<file path="src/acq_cfg.svh">
`ifndef ACQ_CFG_SVH
`define ACQ_CFG_SVH

// Run shape
`define ACQ_NUM_FRAMES   8
`define ACQ_WAIT_CYCLES  16     // Power-up wait
`define ACQ_FIFO_DEPTH   4

// ADC register map
`define ADC_REG_RESET    8'h00
`define ADC_REG_TYPE     8'h01
`define ADC_REG_TEMP     8'h02  // High byte, low byte at +1
`define ADC_REG_CONF     8'h04
`define ADC_REG_CONV     8'h05
`define ADC_REG_CH0      8'h10  // Channels at CH0 to CH0+7

`define ADC_CONF_VALUE   8'h3C

`endif

</file>
<file path="src/acq_pkg.sv">
package acq_pkg;

    // Sequencer states, also the step select of the setup stage
    typedef enum logic [2:0] {
        IDLE,
        WAIT,
        INIT,
        TYPE,
        CONF,
        CONV,
        FINISH
    } acq_state_e;

    typedef enum logic {
        OP_READ,
        OP_WRITE
    } adc_op_e;

    // One register bus transfer
    typedef struct packed {
        adc_op_e    op;
        logic [7:0] addr;
        logic [7:0] wdata;
    } adc_cmd_t;

    typedef struct packed {
        logic [7:0] ch7;
        logic [7:0] ch6;
        logic [7:0] ch5;
        logic [7:0] ch4;
        logic [7:0] ch3;
        logic [7:0] ch2;
        logic [7:0] ch1;
        logic [7:0] ch0;
    } sample_frame_t;

    typedef struct packed {
        logic [7:0]  device_type;
        logic [15:0] device_temp;
    } acq_status_t;

endpackage

</file>
<file path="src/frame_fifo.sv">
`timescale 1ns/1ps
`include "acq_cfg.svh"

module frame_fifo import acq_pkg::*; (
    input  logic          clk,
    input  logic          rst,
    input  logic          push,
    input  sample_frame_t wr_frame,
    output logic          full,
    input  logic          pop,
    output sample_frame_t rd_frame,
    output logic          empty
);
    localparam int AW = $clog2(`ACQ_FIFO_DEPTH);

    sample_frame_t mem [`ACQ_FIFO_DEPTH];
    logic [AW-1:0] wr_ptr;
    logic [AW-1:0] rd_ptr;
    logic [AW:0] count;
    logic wr_en;
    logic rd_en;

    assign full = (count == (AW+1)'(`ACQ_FIFO_DEPTH));
    assign empty = (count == '0);
    assign rd_frame = mem[rd_ptr];   // Head is visible while not empty
    assign wr_en = push && !full;
    assign rd_en = pop && !empty;

    always_ff @(posedge clk or posedge rst) begin
        if (rst) begin
            wr_ptr <= '0;
            rd_ptr <= '0;
            count <= '0;
        end else begin
            if (wr_en)
                wr_ptr <= wr_ptr + 1'b1;
            if (rd_en)
                rd_ptr <= rd_ptr + 1'b1;
            count <= count + wr_en - rd_en;
        end
    end

    always_ff @(posedge clk) begin
        if (wr_en)
            mem[wr_ptr] <= wr_frame;
    end

endmodule

</file>
<file path="config.mk">
export PLATFORM = sky130hd
export DESIGN_NAME = frame_fifo
export DESIGN_NICKNAME = d
export VERILOG_FILES = /design/src/acq_pkg.sv /design/src/frame_fifo.sv
export VERILOG_INCLUDE_DIRS = /design/src /design/src/src
export SDC_FILE = /design/constraint.sdc
export NUM_CORES = 1
export LEC_CHECK = 0
export BUFFER_PORTS_ARGS = -buffer_cell sky130_fd_sc_hd__buf_2
export CAP_MARGIN = 20
export CORE_MARGIN = 2
export CORE_UTILIZATION = 45
export CTS_CLUSTER_DIAMETER = 100
export DETAILED_ROUTE_END_ITERATION = 6
export SETUP_SLACK_MARGIN = 0.3
export SYNTH_ARGS = -nofsm -noshare
export SYNTH_HDL_FRONTEND = slang
export SYNTH_SLANG_ARGS = --single-unit
</file>
<file path="constraint.sdc">
create_clock -name clk -period 4.93 [get_ports clk]
set_input_delay 0.986 -clock clk [delete_from_list [all_inputs] [get_ports clk]]
set_output_delay 0.986 -clock clk [all_outputs]
set_load 0.02 [all_outputs]
</file>
### After elaboration in Yosys (flattened, before gate mapping)

Memory sizes are Yosys's and may differ from the RTL's.
Cells that the tools add are included.

| word-level totals | value |
|---|---|
| register bits | 7 |
| bits in writable memories | 256 |
| memories kept | 1 |

Memories:

| name | depth | width | read ports | clocked after memory_dff | wr ports | RTL line | RTL |
|---|---|---|---|---|---|---|---|
| mem | 4 | 64 | 1 | 0 | 1 | frame_fifo.sv:16 | `` sample_frame_t mem [`ACQ_FIFO_DEPTH]; `` |

| cells by class | value |
|---|---|
| $add $sub $neg | 4 |
| reduce and logical (&&, ||, !) cells | 5 |
| multiplexer cells | 2 |
| equal/unequal tests | 1 |

Operator list:

| cell | number |
|---|---|
| $add 2x1->2 const B | 2 |
| $add 3x1->3 | 1 |
| $eq 3x3->1 const B | 1 |
| $logic_not 3->1 | 1 |
| $sub 3x1->3 | 1 |
| $logic_and 1x1->1 | 2 |
| $logic_not 1->1 | 2 |
| $mux 1 | 2 |

### Depth between registers and ports, before layout

| depth | value |
|---|---|
| depth after elaboration | 5 |
| depth in mapped cells | 8 |
| depth with buffers taken out | 8 |

### Worst setup path after synthesis

Ideal clock, no wire load.

| timing | value |
|---|---|
| kind | input to register |
| from | input push |
| to | memory mem[0][0] (netlist bit) (enable) |
| slack | 1.949 ns |
| arrival time | 2.552 ns |
| setup time | 0.429 ns |
| data required time | 4.501 ns |
| stages on the path | 1 |
| cells stage by stage | and3b_1 |

| on the way | value |
|---|---|
| word-level cells in the longest chain between the ends | 3 |

Ends and longest elaborated chain:

| element | RTL line | RTL |
|---|---|---|
| start, declared | frame_fifo.sv:7 | `input logic push,` |
| $logic_and 1x1->1 | frame_fifo.sv:26 | `assign wr_en = push && !full;` |
| $mux 1 | frame_fifo.sv:44 | `if (wr_en)` |
| $mux 1 (not written as such) | frame_fifo.sv:45 | `mem[wr_ptr] <= wr_frame;` |
| end, declared | frame_fifo.sv:16 |  |

Every way passes these cells.

==> run metrics <==
RSZ-0062 raised after global routing=no; DRC Markers=0; row cnt=53; syn avg cell area=25.8 sq um; Initial Utilization=46.0%; reg2reg path depth=3; class of the worst hold path=in2async; met3 WL post-DR=768 microns; Final Net Count=605; Peak VDD IR=322 uV; Chip Height=151 microns; top layer in use=met4; share of post-route cells with drive strength above 1=44.6%; vias in the first global route=4781; worst path arrival time=2.65 ns; GRT Util Overall=15.5%; number of port buffers=133; Routed Antenna Nets=0; Slew Limit Fails=0; Clock Latency Late Sink=0.51 ns; Longest Clk Path Bufs=3; nature of the critical path endpoint=output pin; PostCTS Resize Cnt=0; core area=21100 sq um; crit path max fanout=37; sequential element share of the synthesized area=81.1%; hpwl dp=10200 microns; Synth cell types=20; clk sinks=263; Post-Synthesis Cells=376; CP startpoint kind=flip-flop; Core Util, Final=54.5%; clock-pin slew of the registers on the worst-case setup and hold paths=0.06 ns; Clock Tree Root=clkbuf_16; Wirelength per Cell=21.1 microns; final worst clock skew=0.00809 ns; CTS Buf Count=27; cell area after layout=11500 sq um; Final Cycle Share=73.8%; first drt pass iteration count=4; violation count after the first detailed-routing iteration=229; WS Path Type=reg2out; via/cell ratio=5.22; Layout Cells excl Fill=825; # IOs=134; FF-to-FF Start=count[2]$_DFF_PP0_; via count=4308; post-synthesis net count=451; largest net degree at the start of global routing=66; Met1 Wirelength=7330 microns; outcome=finished clean; max frequency=275 MHz; flop-to-flop setup slack=2.54 ns; pre-CTS setup slack=1.75 ns; Die Footprint=22700 sq um; setup slack after layout=1.29 ns; Die X=151 microns; Yosys warning total=0; initial antenna violation count=1; H-tree levels=1; Pwr per Cell Area=626 nW/um^2; Final Hold Violating Endpoints=0; Post-Syn Area=9700 sq um; metal2 WL=9030 microns; actual slew at the worst max-slew pin=1.01 ns; reg2reg end=mem[3][36]$_DFFE_PP_; Setup Fix Bufs, Post-CTS=0; GPL Wtd Cong=0.669; Post-Route WL=17400 microns; CTS tree=done; Tmin final=3.64 ns; P&R area growth vs syn=18.5%; setup total negative slack=0 ns; max cap viols=0; Seq cells post-synth=263; # setup viols final=0; Slew Limit Headroom=32.8%; hold buffer count at CTS=0; static leakage=3.92 nW; global route overflow=0; first-pass GRT wire length=26400 microns; Placed Cells=776; CP required=3.94 ns; placed inst area=10700 sq um
[synthesized netlist by cell type]
master | instances | area, sq um
xnor2_1 | 4 | 35.0
clkbuf_1 | 1 | 3.75
ha_1 | 6 | 75.1
nand4bb_1 | 2 | 22.5
mux4_2 | 64 | 1440
nand2b_1 | 4 | 25.0
o31ai_1 | 1 | 7.51
o311ai_0 | 1 | 8.76
nor3_1 | 1 | 5.00
o211ai_1 | 2 | 15.0
inv_1 | 7 | 26.3
edfxtp_1 | 256 | 7690
nand2_1 | 1 | 3.75
and3b_1 | 4 | 35.0
buf_2 | 6 | 30.0
fa_1 | 1 | 20.0
nor3b_2 | 1 | 12.5
buf_4 | 2 | 15.0
dfrtp_1 | 7 | 175
buf_6 | 5 | 56.3
[layout make-up]
cell class / instances / area [sq um]
Timing Repair Buffer: 139 / 711
Fill cell: 1633 / 9590
Antenna cell: 1 / 2.50
Multi-Input combinational cell: 92 / 1720
Inverter: 7 / 26.3
Tap cell: 275 / 344
Sequential cell: 263 / 7870
Clock inverter: 14 / 118
Clock buffer: 34 / 702
[where the power goes]
group,internal [W],total (W),switching [W]
clock network,0.00111,0.00187,0.000770
registers,0.00295,0.00328,0.000324
logic,0.000906,0.00205,0.00114
[stage by stage]
stage	hold WS, ns	power (W)
after detailed placement	0.610	0.00544
after global placement	0.566	0.00540
final	0.423	0.00720
after floorplan	0.543	0.00474
after global routing	0.427	0.00757
after CTS	0.411	0.00733
[sequential cells by signal, indices dropped and copies added, names as in the netlist]
| signal | count |
|---|---|
| mem | 256 |
| rd_ptr | 2 |
| count | 3 |
| wr_ptr | 2 |
[per-layer routing]
metal,track usage (%),vias to the layer above
li1,-,1926
met1,19.8,2260
met2,27.4,95
met3,3.10,27
met4,4.16,0
met5,0,-
[how the worst max path moves through the flow]
stage	from	to	slack [ns]	cells past startpoint
final	rd_ptr[0]$_DFFE_PP0P_	rd_frame[30]	1.29	3
after global routing	rd_ptr[0]$_DFFE_PP0P_	rd_frame[43]	1.08	3
after CTS	rd_ptr[0]$_DFFE_PP0P_	rd_frame[63]	1.18	3
after detailed placement	rd_ptr[0]$_DFFE_PP0P_	rd_frame[63]	1.75	3
after global placement	rd_ptr[0]$_DFFE_PP0P_	rd_frame[63]	1.74	3
after floorplan	push	mem[0][0]$_DFFE_PP_	1.95	1
[critical path, cell delays in order (launching register included)]
cell and delay, ns:
dfrtp_4 0.93, buf_4 0.44, mux4_2 0.56, buf_2 0.18
[cells in the final DEF (no fill, tap or decap), drive strengths merged, types with 2 or more instances in the layout]
cell / instances
and3b: 4
buf: 139
bufinv: 2
clkbuf: 34
clkinv: 10
clkinvlp: 2
dfrtp: 7
edfxtp: 256
ha: 6
inv: 7
mux4: 64
nand2b: 4
nand4bb: 2
o211ai: 2
xnor2: 4
[cell families (layout without fill, tap and decap cells)]
family / count (synthesis) / after routing / synth area share [%]
compound gates: 4 / 4 / 0.322
xor+xnor: 4 / 4 / 0.361
fa+ha+maj: 7 / 7 / 0.980
buf+inv: 21 / 194 / 1.35
flops: 263 / 263 / 81.1
mux: 64 / 64 / 14.9
other cells: 0 / 1 / 0
simple gates: 13 / 13 / 1.07
Power figures use the tool's default switching activity.
