File: config.mk
export PLATFORM = sky130hd
export DESIGN_NAME = adc_convert
export DESIGN_NICKNAME = d
export VERILOG_FILES = /design/src/acq_pkg.sv /design/src/adc_convert.sv
export VERILOG_INCLUDE_DIRS = /design/src /design/src/src
export SDC_FILE = /design/constraint.sdc
export NUM_CORES = 1
export LEC_CHECK = 0
export BUFFER_PORTS_ARGS = -buffer_cell sky130_fd_sc_hd__buf_4
export CORE_MARGIN = 5
export CORE_UTILIZATION = 48
export DETAILED_ROUTE_END_ITERATION = 16
export PLACE_DENSITY = 0.79
export SYNTH_ARGS = -nofsm -noshare
export SYNTH_HDL_FRONTEND = slang
export SYNTH_SLANG_ARGS = --single-unit
File: constraint.sdc
create_clock -name clk -period 4.75 [get_ports clk]
set_input_delay 0.2375 -clock clk [delete_from_list [all_inputs] [get_ports clk]]
set_output_delay 0.2375 -clock clk [all_outputs]
set_load 0.03 [all_outputs]
File: src/acq_cfg.svh
`ifndef ACQ_CFG_SVH
`define ACQ_CFG_SVH

// Run shape
`define ACQ_NUM_FRAMES   8
`define ACQ_WAIT_CYCLES  16     // Power-up wait
`define ACQ_FIFO_DEPTH   4

// ADC register map
`define ADC_REG_RESET    8'h00
`define ADC_REG_TYPE     8'h01
`define ADC_REG_TEMP     8'h02  // High byte, low byte at +1
`define ADC_REG_CONF     8'h04
`define ADC_REG_CONV     8'h05
`define ADC_REG_CH0      8'h10  // Channels at CH0 to CH0+7

`define ADC_CONF_VALUE   8'h3C

`endif

File: src/acq_pkg.sv
package acq_pkg;

    // Sequencer states, also the step select of the setup stage
    typedef enum logic [2:0] {
        IDLE,
        WAIT,
        INIT,
        TYPE,
        CONF,
        CONV,
        FINISH
    } acq_state_e;

    typedef enum logic {
        OP_READ,
        OP_WRITE
    } adc_op_e;

    // One register bus transfer
    typedef struct packed {
        adc_op_e    op;
        logic [7:0] addr;
        logic [7:0] wdata;
    } adc_cmd_t;

    typedef struct packed {
        logic [7:0] ch7;
        logic [7:0] ch6;
        logic [7:0] ch5;
        logic [7:0] ch4;
        logic [7:0] ch3;
        logic [7:0] ch2;
        logic [7:0] ch1;
        logic [7:0] ch0;
    } sample_frame_t;

    typedef struct packed {
        logic [7:0]  device_type;
        logic [15:0] device_temp;
    } acq_status_t;

endpackage

File: src/adc_convert.sv
`timescale 1ns/1ps
`include "acq_cfg.svh"

module adc_convert import acq_pkg::*; (
    input  logic          clk,
    input  logic          rst,
    input  logic          fs,
    output logic          fd,
    output adc_cmd_t      cmd,
    output logic          cmd_valid,
    input  logic          rsp_valid,
    input  logic [7:0]    rsp_data,
    output logic          push,
    output sample_frame_t frame,
    input  logic          full
);
    logic [3:0] idx;    // 0 is the CONV write, 1 to 8 the channel reads
    logic pend;         // Frame complete, waiting for FIFO room

    assign push = pend && !full;

    always_comb begin
        cmd.op = (idx == 4'd0) ? OP_WRITE : OP_READ;
        cmd.addr = (idx == 4'd0) ? `ADC_REG_CONV : `ADC_REG_CH0 + {4'd0, idx} - 8'd1;
        cmd.wdata = 8'h01;
    end

    always_ff @(posedge clk or posedge rst) begin
        if (rst) begin
            fd <= 1'b0;
            cmd_valid <= 1'b0;
            idx <= '0;
            pend <= 1'b0;
        end else if (!fs) begin
            fd <= 1'b0;
            cmd_valid <= 1'b0;
            idx <= '0;
            pend <= 1'b0;
        end else if (pend) begin
            if (!full) begin
                pend <= 1'b0;
                fd <= 1'b1;
            end
        end else if (cmd_valid) begin
            if (rsp_valid) begin
                cmd_valid <= 1'b0;
                if (idx == 4'd8)   // CH7 back
                    pend <= 1'b1;
                else
                    idx <= idx + 1'b1;
            end
        end else if (!fd) begin
            cmd_valid <= 1'b1;
        end
    end

    always_ff @(posedge clk) begin
        if (cmd_valid && rsp_valid && idx != 4'd0)
            frame <= {rsp_data, frame[63:8]};   // CH0 ends in the low byte
    end

endmodule

# Word-level counts from Yosys, hierarchy flattened
# Index checks and enable logic that the tools add are counted.
# Widths: inputs -> output; s select.
word_totals:
  register_bits: 71
  in_bits: 13
op_classes:
  add_sub_neg: 3
  eq_ne: 7
  n_mux: 21
  reduce_logical: 8
ops:
  columns: ["op", "n"]
  rows:
  - ["$mux 4", 5]
  - ["$mux 1", 15]
  - ["$mux 8", 1]
  - ["$sub 6x1->7 const B", 1]
  - ["$add 5x4->6 const A", 1]
  - ["$ne 2x1->1 const B", 3]
  - ["$ne 2x2->1 const B", 3]
  - ["$add 4x1->4 const B", 1]
  - ["$eq 4x4->1 const B", 1]
  - ["$logic_not 4->1", 1]
  - ["$reduce_and 4->1", 1]
  - ["$reduce_bool 4->1", 1]
  - ["$logic_and 1x1->1", 3]
  - ["$reduce_and 2->1", 1]
  - ["$logic_not 1->1", 1]

# Logic depth before layout (Yosys ltp)
logic_depth:
  ltp_word: 6
  mapped_depth: 5
  ltp_nobuf: 5

# Least setup slack after synthesis
# OpenSTA, ideal clock, no wires.
synth_timing:
  path_kind: "register -> register"
  startpoint: "register idx[0]"
  endpoint: "register frame[0] (netlist name), enable pin"
  setup_ps: 507
  arrival_ps: 3833
  required_ps: 4243
  slack_ps: 410
  path_stages_with_launch: 4
  n_path_buf: 0
  synth_period_minus_slack_ps: 4340
  path_cell_list: "dfrtp_1 inv_1 ha_1 a21oi_1"
synth_via:
  elab_chain_len: 2
synth_rtl:
  columns: ["element", "line_no", "text"]
  rows:
  - ["start, declared", "adc_convert.sv:17", "logic [3:0] idx;"]
  - ["start signal, assigned", "adc_convert.sv:50", "idx <= idx + 1'b1;"]
  - ["$reduce_bool 4->1", "adc_convert.sv:58", "if (cmd_valid && rsp_valid && idx != 4'd0)"]
  - ["$logic_and 1x1->1", "adc_convert.sv:58", null]
  - ["end signal, assigned", "adc_convert.sv:59", "frame <= {rsp_data, frame[63:8]};"]
  - ["end, declared", "adc_convert.sv:14", "output sample_frame_t frame,"]
# Every way passes these cells.
# A chain may end at the register's enable or synchronous reset.

# Worst setup path after layout
layout_timing:
  startpoint: "register idx[0]"
  endpoint: "register frame[41] (netlist name), enable pin"
# Same word-level chain as after synthesis.

==> out/results.tsv <==
stage	metric	value	unit
run_status	outcome	finished, final reports clean	
timing	Final min period	2.46	ns
clock_network	CTS tree	built	
synthesis	Netlist Area Pre-Place	2480	um2
setup_path	worst reg-to-reg path cell count	4	
power_and_ir_drop	total power	0.00123	W
global_routing	total congestion overflow	0	
clock_network	clock tree buffer depth	2	
route	Vias per Instance	4.66	
synthesis	Seq cells post-synth	71	
final_layout	nets@finish	240	
timing	clk_skew	0.00613	ns
synthesis	main area contributors after synthesis	edfxtp_1 77%, dfrtp_1 7.1%, buf_4 3.6%	
min_path	worst hold path depth	1	
die	Starting Density	0.489	
clock_network	clock latency on the worst-skew pair	0.33	ns
global_routing	met2 usage	0.212	
placed_design	RePlAce Congestion	0.876	
die	# IOs	97	
power_and_ir_drop	Power Density	365	nW/um2
global_routing	first-pass GRT wire length	6.87	mm
global_routing	largest net degree at the start of global routing	35	
power_and_ir_drop	Pint	0.000955	W
final_layout	total of fill cells in the finished design	380	
setup_path	max incr delay on CP	0.76	ns
clock_network	H-tree depth	3	
setup_path	Crit Path Max Fanout	34	
power_and_ir_drop	sw frac	0.223	
die	Die H	81.9	um
power_and_ir_drop	Peak VDD IR	293	uV
die	Core Region	5070	um2
min_path	Hold Path Class	input pin to flop	
clock_network	Sink Count	71	
synthesis	FFs w/ async S/R, synth	0.0986	
route	ANT nets after route	0	
route	Initial DRC Count	79	
die	num rows	26	
setup_path	reg2reg setup slack	2.29	ns
synthesis	post-synth cell types	27	
timing	final setup vio count	0	
final_layout	Post-Route Utilization	0.663	
setup_path	critical path class	flop to flop	
placed_design	dpl cells	282	
synthesis	most frequent cell after synthesis	edfxtp_1	
clock_network	root buf cell	clkbuf_8	
synthesis	Post-synth EDFFs	64	
final_layout	ANT cells	0	
route	total number of vias	1393	
synthesis	area leader, netlist	edfxtp_1	
clock_network	CTS Buf Count	9	
synthesis	synthesized instance count	129	
timing	Relative slew margins	0.384	
power_and_ir_drop	clock group share of total power	0.367	
setup_path	Critical Path RT	4.74	ns
global_routing	Tot GR Track Use	0.143	
timing	Worst Tran Pin Value	0.922	ns
timing	final hold violation count	0	
placed_design	Placed Area	3170	um2
global_routing	M1 GR Usage	0.164	
route	Wirelength per Cell	15.4	um
power_and_ir_drop	switching pwr	0.000274	W
timing	setup TNS	0	ns
route	first-pass detailed-route iteration total	4	
power_and_ir_drop	combinational share of power	0.069	
die	die area	6700	um2
synthesis	Mean Syn Cell Area	19.2	um2
final_layout	Final Instance Area	3370	um2
setup_path	Setup crit start kind	flop	
global_routing	vias in the first global route	1389	
global_routing	initial antenna violation count	0	
power_and_ir_drop	leakage	1.35	nW
timing	RSZ-0062 raised after global routing	no	
synthesis	synth cell count leaders	64 x edfxtp_1, 12 x buf_4, 8 x nand2_1	
placed_design	Port Buffer Count	85	
setup_path	slowest stage cell, crit path	a21oi_4	
route	WL final	4.59	mm
setup_path	crit path DAT	2.45	ns
route	DRC violations left	0	
final_layout	synthesis-to-finish area growth	35.8	%
power_and_ir_drop	Sequential Power Share	0.564	
final_layout	Layout Cells excl Fill	299	
synthesis	Syn. warnings	0	
global_routing	met3 Usage GRT	0.0833	
timing	Final Max Slew Viols	0	
setup_path	CP Capture Type	flop	
timing	Period Utilization, post-route	0.518	
timing	Peak Freq	406	MHz
die	die extent in x	81.9	um
synthesis	sequential element share of the synthesized area	0.846	
synthesis	Top FF cell, synth	edfxtp_1	
synthesis	top cell type's share of synthesized area	0.775	
placed_design	Final HPWL DP	3.30	mm
setup_path	Cell Chain, Critical Path	inv_1 -> ha_1 -> a21oi_4 -> buf_4	
job	max cap viols	0	
final_layout	share of cells above drive strength 1	0.459	
global_routing	busiest grt layer	met2	
clock_network	Reg clk slew, reported paths	0.07	ns
-- logic make-up after synthesis --
family | count (synthesis) | synth area share
other | 2 | 0.00303
DFF | 71 | 0.846
muxes | 2 | 0.00807
AOI/OAI and AO/OA | 10 | 0.0272
buffers and inverters | 16 | 0.0424
xor gates and xnor gates | 1 | 0.00353
adders and majority gates | 3 | 0.0151
and+or+nand+nor | 24 | 0.0550
-- flip-flops by register name, indices dropped and copies added, names as in the netlist --
| signal | count |
|---|---|
| cmd_valid | 1 |
| fd | 1 |
| frame | 64 |
| idx | 4 |
| pend | 1 |
-- cell type report --
class                      count  area (um2)  area share
clock buffer                  10         128      0.0379
clock inverter                 6        61.3      0.0182
sequential                    71        2100       0.623
timing repair buffer          87         656       0.195
inverter                       4        15.0     0.00446
tap                           70        87.6      0.0260
multi-input combinational     51         323      0.0959
-- cells in the final DEF (no fill, tap or decap), types with 2 or more instances in the layout --
master	count
buf_4	86
edfxtp_1	64
conb_1	11
clkbuf_8	9
nand2_1	8
dfrtp_1	7
inv_1	4
ha_1	3
clkinv_2	3
nor2b_1	2
o21a_1	2
nand2b_1	2
nand3_1	2
o31ai_1	2
mux2i_1	2
nor3_1	2
a21boi_1	2
-- metal layers --
layer / routed length [um] / part of all wire
met5: 0 / 0
met4: 88 / 0.019
met1: 1740 / 0.38
met2: 2120 / 0.46
met3: 645 / 0.14
-- worst paths after layout --
path | from | end
max in group asynchronous | rst | idx[3]$_DFFE_PP0P_
min in group asynchronous | rst | cmd_valid$_DFFE_PP0N_
max reg2reg | idx[0]$_DFFE_PP0P_ | frame[41]$_DFFE_PP_
min | rsp_data[5] | frame[61]$_DFFE_PP_
max | idx[0]$_DFFE_PP0P_ | frame[41]$_DFFE_PP_
min reg2reg | frame[49]$_DFFE_PP_ | frame[41]$_DFFE_PP_
-- power by group through the flow --
| stage | sequential, W | combinational (W) | clock [W] |
|---|---|---|---|
| floorplan | 0.000724 | 0.0000433 | 0 |
| global placement | 0.000706 | 0.0000839 | 0 |
| detailed placement | 0.000707 | 0.0000848 | 0 |
| CTS | 0.000693 | 0.0000856 | 0.000465 |
| global route | 0.000694 | 0.0000912 | 0.000494 |
| finish | 0.000693 | 0.0000851 | 0.000451 |
-- critical path: cells and delay by family, from the launching register on --
kind	cells	cell delay, ns
compound gates	1	0.76
fa+ha+maj	1	0.29
buf+inv	2	0.62
flops	1	0.43
-- metrics by stage --
stage          setup WS [ns]  hold WS (ns)
2_1_floorplan          0.410        0.0409
3_3_place_gp            2.34         0.200
3_5_place_dp            2.26         0.198
4_1_cts                 2.25        0.0589
5_1_grt                 2.07        0.0533
6_report                2.29        0.0781
-- repair_timing --
item	in CTS	in global routing
setup buffers	0	0
hold buffers	1	0
endpoints found under the hold margin	7	0
resized for setup	0	0
Power figures use the tool's default switching activity.
