`config.mk`:
```
export PLATFORM = sky130hd
export DESIGN_NAME = frame_to_ram
export DESIGN_NICKNAME = d
export VERILOG_FILES = /design/src/acq_cfg.svh /design/src/acq_pkg.sv /design/src/frame_to_ram.sv
export SDC_FILE = /design/constraint.sdc
export NUM_CORES = 1
export LEC_CHECK = 0
export ABC_AREA = 1
export ABC_CLOCK_PERIOD_IN_PS = 1650
export BUFFER_PORTS_ARGS = -buffer_cell sky130_fd_sc_hd__buf_2
export CORE_ASPECT_RATIO = 0.5
export CORE_UTILIZATION = 44
export DETAILED_ROUTE_END_ITERATION = 7
export GPL_TIMING_DRIVEN = 0
export PLACE_DENSITY = 0.89
export SLEW_MARGIN = 40
export SYNTH_ARGS = -nofsm -noshare
export SYNTH_HDL_FRONTEND = slang
export SYNTH_SLANG_ARGS = --single-unit
```
`constraint.sdc`:
```
create_clock -name clk -period 1.65 [get_ports clk]
set_input_delay 0.33 -clock clk [delete_from_list [all_inputs] [get_ports clk]]
set_output_delay 0.33 -clock clk [all_outputs]
set_load 0.05 [all_outputs]
```
`src/acq_cfg.svh`:
```
`ifndef ACQ_CFG_SVH
`define ACQ_CFG_SVH

// Run shape
`define ACQ_NUM_FRAMES   8
`define ACQ_WAIT_CYCLES  16     // Power-up wait
`define ACQ_FIFO_DEPTH   4

// ADC register map
`define ADC_REG_RESET    8'h00
`define ADC_REG_TYPE     8'h01
`define ADC_REG_TEMP     8'h02  // High byte, low byte at +1
`define ADC_REG_CONF     8'h04
`define ADC_REG_CONV     8'h05
`define ADC_REG_CH0      8'h10  // Channels at CH0 to CH0+7

`define ADC_CONF_VALUE   8'h3C

`endif

```
`src/acq_pkg.sv`:
```
package acq_pkg;

    // Sequencer states, also the step select of the setup stage
    typedef enum logic [2:0] {
        IDLE,
        WAIT,
        INIT,
        TYPE,
        CONF,
        CONV,
        FINISH
    } acq_state_e;

    typedef enum logic {
        OP_READ,
        OP_WRITE
    } adc_op_e;

    // One register bus transfer
    typedef struct packed {
        adc_op_e    op;
        logic [7:0] addr;
        logic [7:0] wdata;
    } adc_cmd_t;

    typedef struct packed {
        logic [7:0] ch7;
        logic [7:0] ch6;
        logic [7:0] ch5;
        logic [7:0] ch4;
        logic [7:0] ch3;
        logic [7:0] ch2;
        logic [7:0] ch1;
        logic [7:0] ch0;
    } sample_frame_t;

    typedef struct packed {
        logic [7:0]  device_type;
        logic [15:0] device_temp;
    } acq_status_t;

endpackage

```
`src/frame_to_ram.sv`:
```
`timescale 1ns/1ps

module frame_to_ram import acq_pkg::*; (
    input  logic          clk,
    input  logic          rst,
    input  logic          start,
    input  logic [11:0]   ram_base,
    input  sample_frame_t rd_frame,
    input  logic          empty,
    output logic          pop,
    output logic          we,
    output logic [11:0]   waddr,
    output logic [7:0]    wdata,
    output logic [3:0]    frames_stored
);
    logic start_q;
    logic [2:0] byte_idx;
    logic [63:0] frame_bits;

    assign frame_bits = rd_frame;
    assign we = !empty;
    assign wdata = frame_bits[{byte_idx, 3'b000} +: 8];
    assign pop = we && (byte_idx == 3'd7);   // Last byte of the head frame

    always_ff @(posedge clk or posedge rst) begin
        if (rst) begin
            start_q <= 1'b0;
            waddr <= '0;
            byte_idx <= '0;
            frames_stored <= '0;
        end else begin
            start_q <= start;
            if (start && !start_q) begin
                waddr <= ram_base;
                byte_idx <= '0;
                frames_stored <= '0;
            end else if (we) begin
                waddr <= waddr + 1'b1;   // Wraps at 4096
                byte_idx <= byte_idx + 1'b1;
                if (pop)
                    frames_stored <= frames_stored + 1'b1;
            end
        end
    end

endmodule

```
## Word level (Yosys, flattened, before mapping)

Index checks and enable logic that the tools add are counted.
W data, S select, Z words.

| word-level totals | value |
|---|---|
| register bits | 20 |
| input port bits | 80 |
| word-level logic and storage cells | 23 |

| cells by class | value |
|---|---|
| add/subtract/negate cells | 3 |
| eq/ne operators | 2 |
| shift operators | 1 |
| muxes and demuxes | 7 |
| reductions and logical operators | 6 |

Operators with widths:

| cell | count |
|---|---|
| $shiftx A64 B7 Y8 | 1 |
| $mux W12 | 2 |
| $add A12 B1 Y12 const B | 1 |
| $mux W4 | 3 |
| $mux W3 | 2 |
| $add A4 B1 Y4 const B | 1 |
| $add A3 B1 Y3 const B | 1 |
| $eq A3 B3 Y1 const B | 1 |
| $logic_and A1 B1 Y1 | 2 |
| $logic_not A1 Y1 | 2 |
| $ne A2 B1 Y1 const B | 1 |
| $reduce_and A2 Y1 | 1 |
| $reduce_bool A2 Y1 | 1 |

## Logic depth before layout (Yosys ltp)

| depth | value |
|---|---|
| word-level depth | 5 |
| depth in mapped cells | 9 |
| gate-level depth less buffers | 9 |

## Worst setup path after synthesis

No wires, ideal clock.

| timing | value |
|---|---|
| path type | register -> output |
| from | reg byte_idx[0] |
| to | out wdata[1] |
| data arrival time | 1295 ps |
| data required time | 1320 ps |
| setup slack | 25 ps |
| stages on the path, launching flop included | 8 |
| cells stage by stage | dfrtp_1 buf_6 inv_2 buf_4 nor2_1 o21ai_0 nand2_1 nand2_1 |

| on the way | value |
|---|---|
| cells in the longest elaborated chain, start to end | 1 |

RTL lines:

| item | RTL line | text |
|---|---|---|
| start, declared | frame_to_ram.sv:17 | `logic [2:0] byte_idx;` |
| start signal, assigned | frame_to_ram.sv:39 | `byte_idx <= byte_idx + 1'b1;` |
| $shiftx A64 B7 Y8 | frame_to_ram.sv:22 | `assign wdata = frame_bits[{byte_idx, 3'b000} +: 8];` |
| end, declared | frame_to_ram.sv:13 | `output logic [7:0] wdata,` |

No other way between the ends.

## Worst setup path after layout

| timing | value |
|---|---|
| from | reg byte_idx[0] |
| to | out wdata[5] |

The elaborated chain is that of the path after synthesis.

==> results.tsv <==
stage	metric	value	unit
status	outcome	finished, violations left	
status	violations	negative setup slack	
die	core_area	0.00392	mm^2
critical_path	cp-start-kind	flop	
grt	gr-total-overflow	0	
placement	dp_hpwl	3960	um
critical_path	crit_arrival	1.55	ns
placement	pre_cts_ws	-0.117	ns
die	die_y	47.4	um
sta	post-route-min-period	1.88	ns
critical_path	path_max_fanout	10	
die	ios	106	
route	routed_via_density	5.02	
synthesis	avgSynthCellArea	6.15	um^2
run	drv_cap	0	
power	switching_share	53.2	%
clocking	clock_path_buffers	2	
sta	max_freq	531	MHz
clocking	clkLatencyLatePin	0.26	ns
synthesis	postSynthNetCount	379	
sta	min_period_over_period	114	%
synthesis	ys_ff_latch	20	
synthesis	yosys_warnings	0	
route	antenna_left	0	
sta	drv_slew	0	
critical_path	end_kind	output pin	
placement	gp_routability_congestion	0.819	
synthesis	synthCells	295	
clocking	cts_inserted_buffers	3	
cells_and_area	nets	497	
critical_path	required	1.32	ns
synthesis	synth-xor-area-share	0	%
clocking	postCtsHoldBufs	0	
route	drt-pass1-iter-count	4	
sta	fin_ws	-0.232	ns
grt	antenna_found_initial	0	
synthesis	synth_compound_area_share	20.9	%
power	clkPwrFrac	10.1	%
power	p_sw	1990	uW
synthesis	yosysSeqAreaShare	27.6	%
critical_path	crit_type	reg2out	
critical_path	crit_buf_inv	3	
power	comb_power_share	71.0	%
die	row_count	16	
route	drt_iter0_drc	88	
die	die_w	92.8	um
clocking	htree_num_levels	1	
die	die_area	0.00440	mm^2
route	remaining_drc_errors	0	
synthesis	yosys.area_share.adder	2.76	%
power	power_density	1410	mW/mm^2
synthesis	yosysUniqueCellTypes	29	
grt	grt_pass1_vias	1836	
route	vias	2337	
power	p_int	1750	uW
sta	final-hold-violation-count	0	
cells_and_area	antenna_cells	0	
sta	setup_viol	9	
synthesis	muxShareOfSynthArea	0	%
power	power_frac_seq	18.9	%
power	cellLeakagePower	0.00141	uW
cells_and_area	layout-drive-gt1-share	38.1	%
grt	track_usage	23.8	%
critical_path	cpPeakStageDelay	0.41	ns
grt	grt_pass1_wl	8130	um
critical_path	path_cells	buf_6 -> buf_8 -> nor2_1 -> nor2_1 -> o21ai_1 -> o21ai_1 -> nand2_1 -> nand2_1 -> buf_6	
route	drt-wirelength-per-cell	12.0	um
clocking	clock-sinks	20	
cells_and_area	fin_util	67.5	%
synthesis	synth_top_family_by_area	simple AND/OR/NAND/NOR gates	
power	vdd_drop_max	0.706	mV
critical_path	cpMaxStageDelayCell	dfrtp_1	
grt	grt_max_degree	21	
critical_path	crit_family	buffers and inverters	
synthesis	synthSimpleGateAreaFrac	37.9	%
cells_and_area	area_delta_synth_final	46.2	%
clocking	cts_tree	built	
placement	portBuffers	105	
sta	rsz0062_at_grt	yes	
sta	finClkSkew	0.00507	ns
sta	worst_pin_slew	0.702	ns
hold_path	hold_path.class	in2async	
die	start_util	46.2	%
synthesis	syn_area	0.00181	mm^2
clocking	cts_root_buf	clkbuf_8	
clocking	path_clk_slew	0.08	ns
sta	relSlewSlack	52.9	%
route	wirelength	5610	um
per-layer routing:
layer	GRT usage [%]	share of wire [%]	vias up	wire length (um)
met1	31.1	44	1030	2450
met5	0	0	-	0
met4	3.38	0.64	0	36
met3	3.88	8.3	6	467
li1	-	-	1195	-
met2	43.8	47	106	2660
registers in the layout (all words and copies together) (netlist names):
register,count
waddr,12
frames_stored,4
byte_idx,3
start_q,1
placed cells by master, fill, tap and decap left out, types with 3 or more instances in the layout:
master and count:
a21oi_1 4, buf_2 101, buf_4 8, buf_6 13, clkbuf_8 5, dfrtp_1 19, inv_1 16, inv_2 3
nand2_1 73, nand2_2 5, nand3_1 14, nor2_1 54, nor2_2 5, nor2_4 3, o21ai_0 27, o21ai_1 32
worst reg2reg max path: stages (launching register included):
cell and delay, ns:
dfrtp_1 0.41, buf_4 0.15, ha_4 0.15, ha_4 0.16
nand2_4 0.06, buf_4 0.10, buf_4 0.10, nor2_1 0.04
a211oi_1 0.16
stage by stage:
step,power (uW),instances,hold slack [ns],setup TNS [ns],area [um^2]
final,3730,466,0.0781,-1.81,2650
after detailed placement,2930,454,0.461,-0.583,2410
after floorplan,2400,295,0.294,0,1810
after global placement,2910,454,0.461,-0.537,2410
after CTS,3640,463,0.189,-1.69,2590
after global routing,3980,466,0.129,-2.54,2650
what timing repair did:
item	CTS	global route
pin swaps	3	1
gates resized for setup	43	16
buffers inserted	2	1
cloned	3	2
setup endpoints to repair	9	9
cells in the mapped netlist:
| cell | n | area [um^2] |
|---|---|---|
| clkinv_1 | 1 | 3.75 |
| nor2_4 | 3 | 33.8 |
| a31oi_1 | 2 | 12.5 |
| nor3_2 | 1 | 10.0 |
| inv_1 | 17 | 63.8 |
| clkbuf_2 | 2 | 10.0 |
| buf_2 | 5 | 25.0 |
| buf_4 | 4 | 30.0 |
| ha_1 | 4 | 50.1 |
| dfrtp_1 | 20 | 500 |
| buf_6 | 4 | 45.0 |
| nor3_1 | 2 | 10.0 |
| o21ai_2 | 1 | 8.76 |
| nand4_1 | 2 | 12.5 |
| nor2_1 | 58 | 218 |
| o211ai_2 | 1 | 12.5 |
| nand2_2 | 6 | 37.5 |
| o211ai_1 | 1 | 7.51 |
| nand2_1 | 73 | 274 |
| nor2_2 | 1 | 6.26 |
| o21ai_1 | 14 | 70.1 |
| inv_2 | 5 | 18.8 |
| nand3_1 | 14 | 70.1 |
| o21ai_0 | 45 | 225 |
| a21oi_1 | 4 | 20.0 |
| a22o_1 | 1 | 8.76 |
| a211oi_1 | 1 | 7.51 |
| o22ai_1 | 1 | 6.26 |
| nand3b_1 | 2 | 15.0 |
area by class of cell:
class                      count  area, um^2
tap                           54        67.6
clock buffer                   4        55.1
inverter                      23        93.8
buffer                        15         135
multi-input combinational    237        1160
timing repair buffer         113         641
fill                         380        1270
sequential                    20         502
power groups by stage:
stage / registers [uW] / clock network (uW) / logic, uW
6_report: 705 / 377 / 2650
5_1_grt: 723 / 404 / 2850
4_1_cts: 694 / 381 / 2570
3_5_place_dp: 702 / 0 / 2230
3_3_place_gp: 697 / 0 / 2210
2_1_floorplan: 903 / 0 / 1490
worst paths after layout:
kind                                              start  cells past startpoint                      endpoint  slack, ns
max reg2reg                     byte_idx[0]$_DFFE_PP0P_                      8  frames_stored[1]$_DFFE_PP0P_       0.23
min reg2reg                frames_stored[3]$_DFFE_PP0P_                      3  frames_stored[3]$_DFFE_PP0P_       0.54
min                                                 rst                      2       byte_idx[1]$_DFFE_PP0P_       0.08
max in group asynchronous                           rst                      2       byte_idx[1]$_DFFE_PP0P_       1.21
max                             byte_idx[0]$_DFFE_PP0P_                      9                      wdata[5]      -0.23
min in group clk                                  start                      1             start_q$_DFF_PP0_       0.19
cell families (layout without fill, tap and decap cells):
group,after synthesis,in the layout
compound gates,71,71
buf+inv,38,155
flops,20,20
simple gates,162,162
fa+ha+maj,4,4
(Power assumes the default switching activity.)
