### src/acq_cfg.svh
`ifndef ACQ_CFG_SVH
`define ACQ_CFG_SVH

// Run shape
`define ACQ_NUM_FRAMES   8
`define ACQ_WAIT_CYCLES  16     // Power-up wait
`define ACQ_FIFO_DEPTH   4

// ADC register map
`define ADC_REG_RESET    8'h00
`define ADC_REG_TYPE     8'h01
`define ADC_REG_TEMP     8'h02  // High byte, low byte at +1
`define ADC_REG_CONF     8'h04
`define ADC_REG_CONV     8'h05
`define ADC_REG_CH0      8'h10  // Channels at CH0 to CH0+7

`define ADC_CONF_VALUE   8'h3C

`endif

### src/acq_pkg.sv
package acq_pkg;

    // Sequencer states, also the step select of the setup stage
    typedef enum logic [2:0] {
        IDLE,
        WAIT,
        INIT,
        TYPE,
        CONF,
        CONV,
        FINISH
    } acq_state_e;

    typedef enum logic {
        OP_READ,
        OP_WRITE
    } adc_op_e;

    // One register bus transfer
    typedef struct packed {
        adc_op_e    op;
        logic [7:0] addr;
        logic [7:0] wdata;
    } adc_cmd_t;

    typedef struct packed {
        logic [7:0] ch7;
        logic [7:0] ch6;
        logic [7:0] ch5;
        logic [7:0] ch4;
        logic [7:0] ch3;
        logic [7:0] ch2;
        logic [7:0] ch1;
        logic [7:0] ch0;
    } sample_frame_t;

    typedef struct packed {
        logic [7:0]  device_type;
        logic [15:0] device_temp;
    } acq_status_t;

endpackage

### src/acq_sequencer.sv
`timescale 1ns/1ps
`include "acq_cfg.svh"

module acq_sequencer import acq_pkg::*; (
    input  logic       clk,
    input  logic       rst,
    input  logic       start,
    output logic       done,
    input  logic [3:0] frames_stored,
    output logic       fs_setup,
    output logic       fs_conv,
    input  logic       fd_setup,
    input  logic       fd_conv,
    output acq_state_e setup_step
);
    localparam int WAIT_W = $clog2(`ACQ_WAIT_CYCLES + 1);

    acq_state_e state;
    acq_state_e step_next;
    logic [WAIT_W-1:0] wait_cnt;
    logic [3:0] conv_cnt;
    logic fs_q;
    logic fd_seen;   // fd rose, waiting for it to fall
    logic fd;

    assign fd = (state == CONV) ? fd_conv : fd_setup;
    assign fs_setup = fs_q && (state != CONV);
    assign fs_conv = fs_q && (state == CONV);
    assign setup_step = state;

    always_comb begin
        case (state)
            INIT: step_next = TYPE;
            TYPE: step_next = CONF;
            CONF: step_next = CONV;
            default: step_next = (conv_cnt == 4'(`ACQ_NUM_FRAMES - 1)) ? FINISH : CONV;
        endcase
    end

    always_ff @(posedge clk or posedge rst) begin
        if (rst) begin
            state <= IDLE;
            wait_cnt <= '0;
            conv_cnt <= '0;
            fs_q <= 1'b0;
            fd_seen <= 1'b0;
            done <= 1'b0;
        end else begin
            case (state)
                IDLE: begin
                    if (start) begin
                        state <= WAIT;
                        wait_cnt <= '0;
                        conv_cnt <= '0;
                    end
                end
                WAIT: begin
                    if (wait_cnt == WAIT_W'(`ACQ_WAIT_CYCLES - 1)) begin
                        state <= INIT;
                        fs_q <= 1'b1;
                    end else begin
                        wait_cnt <= wait_cnt + 1'b1;
                    end
                end
                INIT, TYPE, CONF, CONV: begin
                    if (fs_q && fd) begin
                        fs_q <= 1'b0;
                        fd_seen <= 1'b1;
                    end else if (fd_seen && !fd) begin
                        fd_seen <= 1'b0;
                        state <= step_next;
                        fs_q <= (step_next != FINISH);
                        if (state == CONV)
                            conv_cnt <= conv_cnt + 1'b1;
                    end
                end
                FINISH: begin
                    if (!done && frames_stored == 4'(`ACQ_NUM_FRAMES)) begin
                        done <= 1'b1;
                    end else if (done && !start) begin
                        done <= 1'b0;
                        state <= IDLE;
                    end
                end
                default: state <= IDLE;
            endcase
        end
    end

endmodule

### config.mk
export PLATFORM = sky130hd
export DESIGN_NAME = acq_sequencer
export DESIGN_NICKNAME = d
export VERILOG_FILES = /design/src/acq_pkg.sv /design/src/acq_sequencer.sv
export VERILOG_INCLUDE_DIRS = /design/src /design/src/src
export SDC_FILE = /design/constraint.sdc
export NUM_CORES = 1
export LEC_CHECK = 0
export BUFFER_PORTS_ARGS = -buffer_cell sky130_fd_sc_hd__buf_4
export CORE_ASPECT_RATIO = 1.1
export CORE_MARGIN = 8
export CORE_UTILIZATION = 50
export CTS_BUF_LIST = sky130_fd_sc_hd__clkbuf_8
export DETAILED_ROUTE_END_ITERATION = 10
export GPL_TIMING_DRIVEN = 0
export PLACE_DENSITY = 0.8
export SLEW_MARGIN = 5
export SYNTH_ARGS = -nofsm -noshare
export SYNTH_HDL_FRONTEND = slang
export SYNTH_SLANG_ARGS = --single-unit
export TNS_END_PERCENT = 50
### constraint.sdc
create_clock -name clk -period 2.1 [get_ports clk]
set_input_delay 0.42 -clock clk [delete_from_list [all_inputs] [get_ports clk]]
set_output_delay 0.42 -clock clk [all_outputs]
set_load 0.05 [all_outputs]
======== After elaboration in Yosys (flattened, before gate mapping) ========
Cells that the tools add are included.
storage, ports and cells
  input port bits ......................... 9
  flip-flop bits (word level) ............. 15
  output and inout bits ................... 6
  word-level logic and storage cells ...... 76
cells by class
  add/subtract/negate cells ............... 2
  multiplexer cells ....................... 26
  eq/ne operators ......................... 20
  reduce and logical (&&, ||, !) cells .... 22
operators by type and width
  cell                 number
  $mux 3               6
  $mux 4               4
  $ne 2x2->1 const B   8
  $pmux 3 s4           1
  $mux 5               2
  $pmux 5 s2           1
  $reduce_bool 2->1    5
  $eq 3x3->1 const B   3
  $ne 3x3->1 const B   3
  $pmux 3 s3           1
  $mux 1               8
  $pmux 4 s2           1
  $eq 3x2->1 const B   2
  $logic_and 1x1->1    6
  $reduce_and 3->1     2
  $reduce_and 6->1     1
  $add 5x1->5 const B  1
  $eq 5x4->1 const B   1
  $reduce_and 5->1     1
  $add 4x1->4 const B  1
  $eq 4x3->1 const B   1
  $eq 4x4->1 const B   1
  $reduce_and 2->1     2
  $reduce_or 4->1      1
  other kinds (5)      7

======== Depth between registers and ports, before layout ========
Gate-level depths: netlist (run 1).
  depth after elaboration ................. 7
  gate-level depth with buffers ........... 7
  depth with buffers taken out ............ 7

======== Least setup slack after synthesis (run 1) ========
OpenSTA, ideal clock, no wires.
  path type ............................... register -> output
  start point ............................. register state[1] (netlist: setup_step[1])
  end point ............................... output port fs_conv
  arrival time ............................ 2.110 ns
  data required time ...................... 1.680 ns
  path slack .............................. -0.430 ns
  path buffers ............................ 2
  stages on the path, launching flop included .. 4
  cell sequence ........................... dfrtp_1 -> buf_4 -> clkbuf_1 -> nor3_1
on the way
  longest elaborated chain between the ends .. 2
RTL lines
  item                    line                 text
  start, declared         acq_sequencer.sv:18  acq_state_e state;
  start signal, assigned  acq_sequencer.sv:71  state <= step_next;
  $eq 3x3->1              acq_sequencer.sv:28  assign fs_conv = fs_q && (state == CONV);
  $logic_and 1x1->1       acq_sequencer.sv:28
  end, declared           acq_sequencer.sv:11  output logic fs_conv,
No other way between the ends.

======== Worst setup path in the final report (run 1) ========
  start point ............................. register wait_cnt[0]
  end point ............................... register state[1] (netlist: setup_step[1])
on the way
  longest elaborated chain between the ends .. 3
RTL lines
  item                               line                 text
  start, declared                    acq_sequencer.sv:20  logic [WAIT_W-1:0] wait_cnt;
  start signal, assigned             acq_sequencer.sv:62  wait_cnt <= wait_cnt + 1'b1;
  $eq 5x4->1                         acq_sequencer.sv:58  if (wait_cnt == WAIT_W'(`ACQ_WAIT_CYCLES - 1)) begin
  $ne 2x2->1 (no source line)        -
  $reduce_and 6->1 (no source line)  -
No other way between the ends.
A chain may end at the register's enable or synchronous reset.

==> results of run 1 <==
repair_timing:
action | in CTS | in global routing
endpoints found under the setup margin | 2 | 3
pin swaps | 0 | 1
hold endpoints to repair | 0 | 0
hold buffers | 0 | 0
resized for setup | 1 | 2
setup buffers | 0 | 1
stage by stage:
stage                     power, mW  cells
after floorplan                1.57    113
after global placement         1.82    155
after detailed placement       1.88    155
after CTS                      2.13    159
after global routing           2.30    160
final                          2.15    160
logic make-up after synthesis:
logic type	count (synthesis)	share of synthesized area (%)
AND/OR/NAND/NOR	41	22.8
buffers and inverters	13	6.32
adder cells (fa/ha/maj)	3	3.51
multiplexers	6	6.09
AO/OA/AOI/OAI	33	22.7
flip-flops	15	35.1
XOR/XNOR	2	3.40
final cells by class:
class | count | area share, %
timing repair buffer | 15 | 8.79
clock inverter | 1 | 0.293
sequential | 15 | 29.3
inverter | 7 | 2.05
tap | 28 | 2.73
buffer | 6 | 3.22
multi-input combinational | 85 | 50.4
clock buffer | 3 | 3.22
registers in the layout, indices dropped and copies added (netlist names):
name        flops
setup_step      3
fd_seen         1
wait_cnt        5
fs_q            1
conv_cnt        4
done            1
where the power goes:
group	total [mW]	switching (mW)	internal (mW)
registers	0.538	0.123	0.416
clock network	0.233	0.103	0.130
logic	1.38	0.831	0.548
total	2.15	1.06	1.09
metal layers:
metal	GRT usage (%)	vias to the layer above
li1	-	464
met1	15.9	463
met2	22.3	32
met3	2.76	5
met4	7.16	0
met5	0	-
worst paths after layout:
path / start / endpoint / slack [ps] / cells past startpoint
setup / recovery: wait_cnt[0]$_DFFE_PP0P_ / setup_step[1]$_DFFE_PP0P_ / 130 / 7
hold / removal: rst / conv_cnt[1]$_DFFE_PP0P_ / 230 / 2
setup reg to reg: wait_cnt[0]$_DFFE_PP0P_ / setup_step[1]$_DFFE_PP0P_ / 130 / 7
hold reg to reg: done$_DFFE_PP0P_ / done$_DFFE_PP0P_ / 540 / 1
max in group asynchronous: rst / setup_step[2]$_DFFE_PP0P_ / 1490 / 2
min in group clk: start / done$_DFFE_PP0P_ / 440 / 3
cells in the final DEF (no fill, tap or decap), types with 3 or more instances in the layout:
cell       n
nor2_1     3
o21ai_0    8
buf_4     18
nor3_1     4
a21oi_1    4
a22o_1     5
clkbuf_8   3
inv_1      8
mux2_1     3
nand2_1    7
nand2b_1   3
dfrtp_1   15
==> run summary, run 1 <==
Status: complete, no violations
Number of antenna diodes: 0
Synth unique cells: 45
Vias in the first global route: 938
Commonest cells in the synthesized netlist: dfrtp_1 (15), o21ai_0 (8), inv_1 (7), nand2_1 (7)
Post-route ant nets: 0
FF+latch area: 375 µm²
Area occupied by multi-input gates: 646 µm²
Initial DRT Pass Iterations: 4
DR WL met3: 136 µm
Initial antenna violation count: 0
Global-route wire length before repair: 4080 µm
Synth Instances: 113
Count leader, synth: dfrtp_1
Setup Skew: 1.58 ps
Routed len/inst: 15.0 µm
Routability cong.: 0.839
Fill cells: 168
Final setup viols: 0
P per Cell Area: 1680 mW/mm²
CTS tree: built
Clock sink count: 15
Period utilization: 94.0%
Num CTS Buffers: 3
Pre-CTS setup slack: -16.3 ps
Net count, final: 145
Post-synth EDFFs: 0
Ports: 15
HPWL Detailed: 1830 µm
Vias/cell: 6.03
Mean cell area of the mapped netlist: 9.46 µm²
Top cells by area, synth: dfrtp_1 (35%), a22o_1 (4.1%), o21ai_0 (3.7%)
RSZ-0062 raised after global routing: no
Die Y: 64.5 µm
Final Hold Viols: 0
Area Growth Syn to Fin: 19.9%
Slew at the pin closest to its max-slew limit: 596 ps
Maxcap violations: 0
Cell Rows: 17
Drt total wl: 2410 µm
Die area: 0.00387 mm²
Clk slew on worst S/H paths: 60 ps
CTS H-tree depth: 1
Critical path peak fanout: 8
Non-Filler Cell Area, Final: 0.00128 mm²
Port Buffer Count: 14
Synth top area share: 35.1%
Slew Viols, Final: 0
Ys async rst share: 100%
Hold Slack: 230 ps
Via count: 964
CP Cell Sequence: ha_1 > and3_1 > ha_2 > nor3_4 > a21oi_2 > a41o_1 > a211o_1
Cell Area, Placed: 0.00122 mm²
Max-slew headroom: 59.8%
Fraction of layout cells with a size suffix above 1: 26.5%
Syn. warnings: 0
Register bit count reported by yosys: 15
Global-route usage over all layers: 13.5%
CP Class: register to register
Clk Latency, worst-skew pair: 250 ps
Synth Flop Type: dfrtp_1
Peak VDD IR: 0.000947 V
CP max stage delay: 410 ps
Setup TNS: 0 ps
Crit path buf inv count: 0
Crit-path slowest cell: dfrtp_1
Largest net degree at the start of global routing: 16
Worst Path Arrival: 2110 ps
DR top layer: met4
Min Clock Period, post-route: 1970 ps
First DRT Iteration DRCs: 32
Synth area leader: dfrtp_1
Critical Path RT: 2240 ps
Hold crit path type: primary input to async pin
DRC: 0
Wire length on met1: 1010 µm
GRT overflow: 0
Die Wd: 60.1 µm
Share of the yosys chip area belonging to registers: 35.1%
Syn nets: 125
Longest Clk Path Bufs: 2
F_max: 507 MHz
Crit end category: register
Starting Density: 52.9%
Crit start category: register
Fin worst setup slack: 127 ps
Mapped Area: 0.00107 mm²
Core footprint: 0.00202 mm²
Crit-path leading delay family: compound AO/OA/AOI/OAI gates
WL met2: 1210 µm
Leakage: 0.569 nW
Final Util: 63.4%
Clock Root Buffer: clkbuf_8
Power figures use the tool's default switching activity.
==> run 2: changes to the inputs <==
--- a/config.mk
+++ b/config.mk
@@ -7,13 +7,14 @@
 export NUM_CORES = 1
 export LEC_CHECK = 0
 export BUFFER_PORTS_ARGS = -buffer_cell sky130_fd_sc_hd__buf_4
+export CAP_MARGIN = 15
 export CORE_ASPECT_RATIO = 1.1
 export CORE_MARGIN = 8
 export CORE_UTILIZATION = 50
 export CTS_BUF_LIST = sky130_fd_sc_hd__clkbuf_8
 export DETAILED_ROUTE_END_ITERATION = 10
 export GPL_TIMING_DRIVEN = 0
-export PLACE_DENSITY = 0.8
+export PLACE_DENSITY = 0.71
 export SLEW_MARGIN = 5
 export SYNTH_ARGS = -nofsm -noshare
 export SYNTH_HDL_FRONTEND = slang
==> constraint.sdc (replaced) <==
create_clock -name clk -period 1.9 [get_ports clk]
set_input_delay 0.38 -clock clk [delete_from_list [all_inputs] [get_ports clk]]
set_output_delay 0.38 -clock clk [all_outputs]
set_load 0.05 [all_outputs]
==> run summary, run 2 (synthesis gave the netlist of run 1 again) <==
Initial antenna violation count: 0
Fraction of layout cells with a size suffix above 1: 31.3%
Die Wd: 60.1 µm
Routability cong.: 0.819
Area Growth Syn to Fin: 25.8%
Global-route usage over all layers: 13.9%
Setup TNS: 0 ps
Core footprint: 0.00202 mm²
DR WL met3: 101 µm
Maxcap violations: 0
Cell Rows: 17
Clk Latency, worst-skew pair: 250 ps
Final Util: 66.5%
Fill cells: 164
Flop-to-flop setup slack: 50 ps
RR Endpoint: setup_step[1]$_DFFE_PP0P_
Vias/cell: 5.72
Reg2reg start: wait_cnt[0]$_DFFE_PP0P_
Min Clock Period, post-route: 1850 ps
Commonest non-fill, non-tap cell in the layout: buf_4
GRT overflow: 0
Leakage: 0.586 nW
Non-Filler Cell Area, Final: 0.00134 mm²
Most frequent cells in the layout: buf_4 (19), dfrtp_1 (15), inv_1 (7), nand2_1 (7), o21ai_0 (7)
Period utilization: 97.3%
Crit start category: register
P per Cell Area: 1860 mW/mm²
Setup Skew: 2.55 ps
Via count: 926
Number of antenna diodes: 0
Cell Area, Placed: 0.00123 mm²
Routed len/inst: 15.1 µm
Largest register by flop count: wait_cnt
FF+latch area: 375 µm²
Net count, final: 147
Slew Viols, Final: 0
Port Buffer Count: 14
Initial DRT Pass Iterations: 4
Peak VDD IR: 0.00127 V
Area occupied by multi-input gates: 687 µm²
R2R cell count: 7
Num CTS Buffers: 3
DRC: 0
Ports: 15
Starting Density: 52.9%
CTS tree: built
CTS H-tree depth: 1
Longest Clk Path Bufs: 2
Post-route ant nets: 0
Status: complete, no violations
First DRT Iteration DRCs: 17
Final setup viols: 0
RSZ-0062 raised after global routing: no
CP Class: register to register
Slew at the pin closest to its max-slew limit: 685 ps
Global-route wire length before repair: 4210 µm
Critical Path RT: 2030 ps
Die Y: 64.5 µm
F_max: 541 MHz
Die area: 0.00387 mm²
Pwr Total: 2.49 mW
WL met2: 1270 µm
HPWL Detailed: 1800 µm
Max reg flops: 5
Critical path peak fanout: 8
Clock sink count: 15
Max-slew headroom: 53.8%
Clock Root Buffer: clkbuf_8
DR top layer: met4
Final Hold Viols: 0
Hold crit path type: primary input to async pin
Clk slew on worst S/H paths: 70 ps
Drt total wl: 2450 µm
Largest net degree at the start of global routing: 16
Worst Path Arrival: 1980 ps
Wire length on met1: 1060 µm
Vias in the first global route: 937
Crit end category: register
[run 2: how the worst max path moves through the flow]
stage	depth (start not counted)	to	start
floorplan	7	setup_step[1]$_DFFE_PP0P_	wait_cnt[0]$_DFFE_PP0P_
global placement	7	setup_step[1]$_DFFE_PP0P_	wait_cnt[0]$_DFFE_PP0P_
detailed placement	7	setup_step[0]$_DFFE_PP0P_	wait_cnt[0]$_DFFE_PP0P_
CTS	7	setup_step[1]$_DFFE_PP0P_	wait_cnt[0]$_DFFE_PP0P_
global route	7	setup_step[2]$_DFFE_PP0P_	wait_cnt[0]$_DFFE_PP0P_
finish	7	setup_step[1]$_DFFE_PP0P_	wait_cnt[0]$_DFFE_PP0P_
[run 2: layer usage]
metal | GRT usage, % | vias up
li1 | - | 462
met1 | 16.8 | 441
met2 | 23.6 | 18
met3 | 2.76 | 5
met4 | 4.78 | 0
met5 | 0 | -
[run 2: stage by stage]
stage / instances / setup slack [ps] / hold WS (ps)
finish: 162 / 51.0 / 193
global route: 162 / 0.779 / 260
CTS: 162 / 14.0 / 227
detailed placement: 155 / -214 / 491
global placement: 155 / -178 / 483
floorplan: 113 / -15.0 / 281
[run 2: where the power goes]
group	total (mW)	internal (mW)	leakage, nW	switching (mW)
Combinational	1.65	0.668	0.373	0.979
Clock	0.265	0.145	0.0255	0.120
Sequential	0.582	0.459	0.187	0.123
[run 2: critical path: stages, from the launching register on]
cell and delay (ps):
dfrtp_1 390, ha_2 200, and3_4 190, ha_4 180, nor3_4 180, a21oi_4 100, a41o_1 260, a211o_1 230
[run 2: area by class of cell]
| class | count | area share [%] |
|---|---|---|
| Clock inverter | 1 | 0.372 |
| Sequential cell | 15 | 27.9 |
| Buffer | 6 | 3.17 |
| Multi-Input combinational cell | 85 | 51.1 |
| Clock buffer | 3 | 3.07 |
| Timing Repair Buffer | 17 | 9.78 |
| Tap cell | 28 | 2.61 |
| Inverter | 7 | 1.96 |
[run 2: what timing repair did]
| item | 4_1_cts | 5_1_grt |
|---|---|---|
| hold buffers | 0 | 0 |
| resized for setup | 6 | 6 |
| pin swaps | 1 | 2 |
| gates cloned | 0 | 0 |
| buffers inserted | 3 | 0 |
| setup endpoints to repair | 4 | 6 |
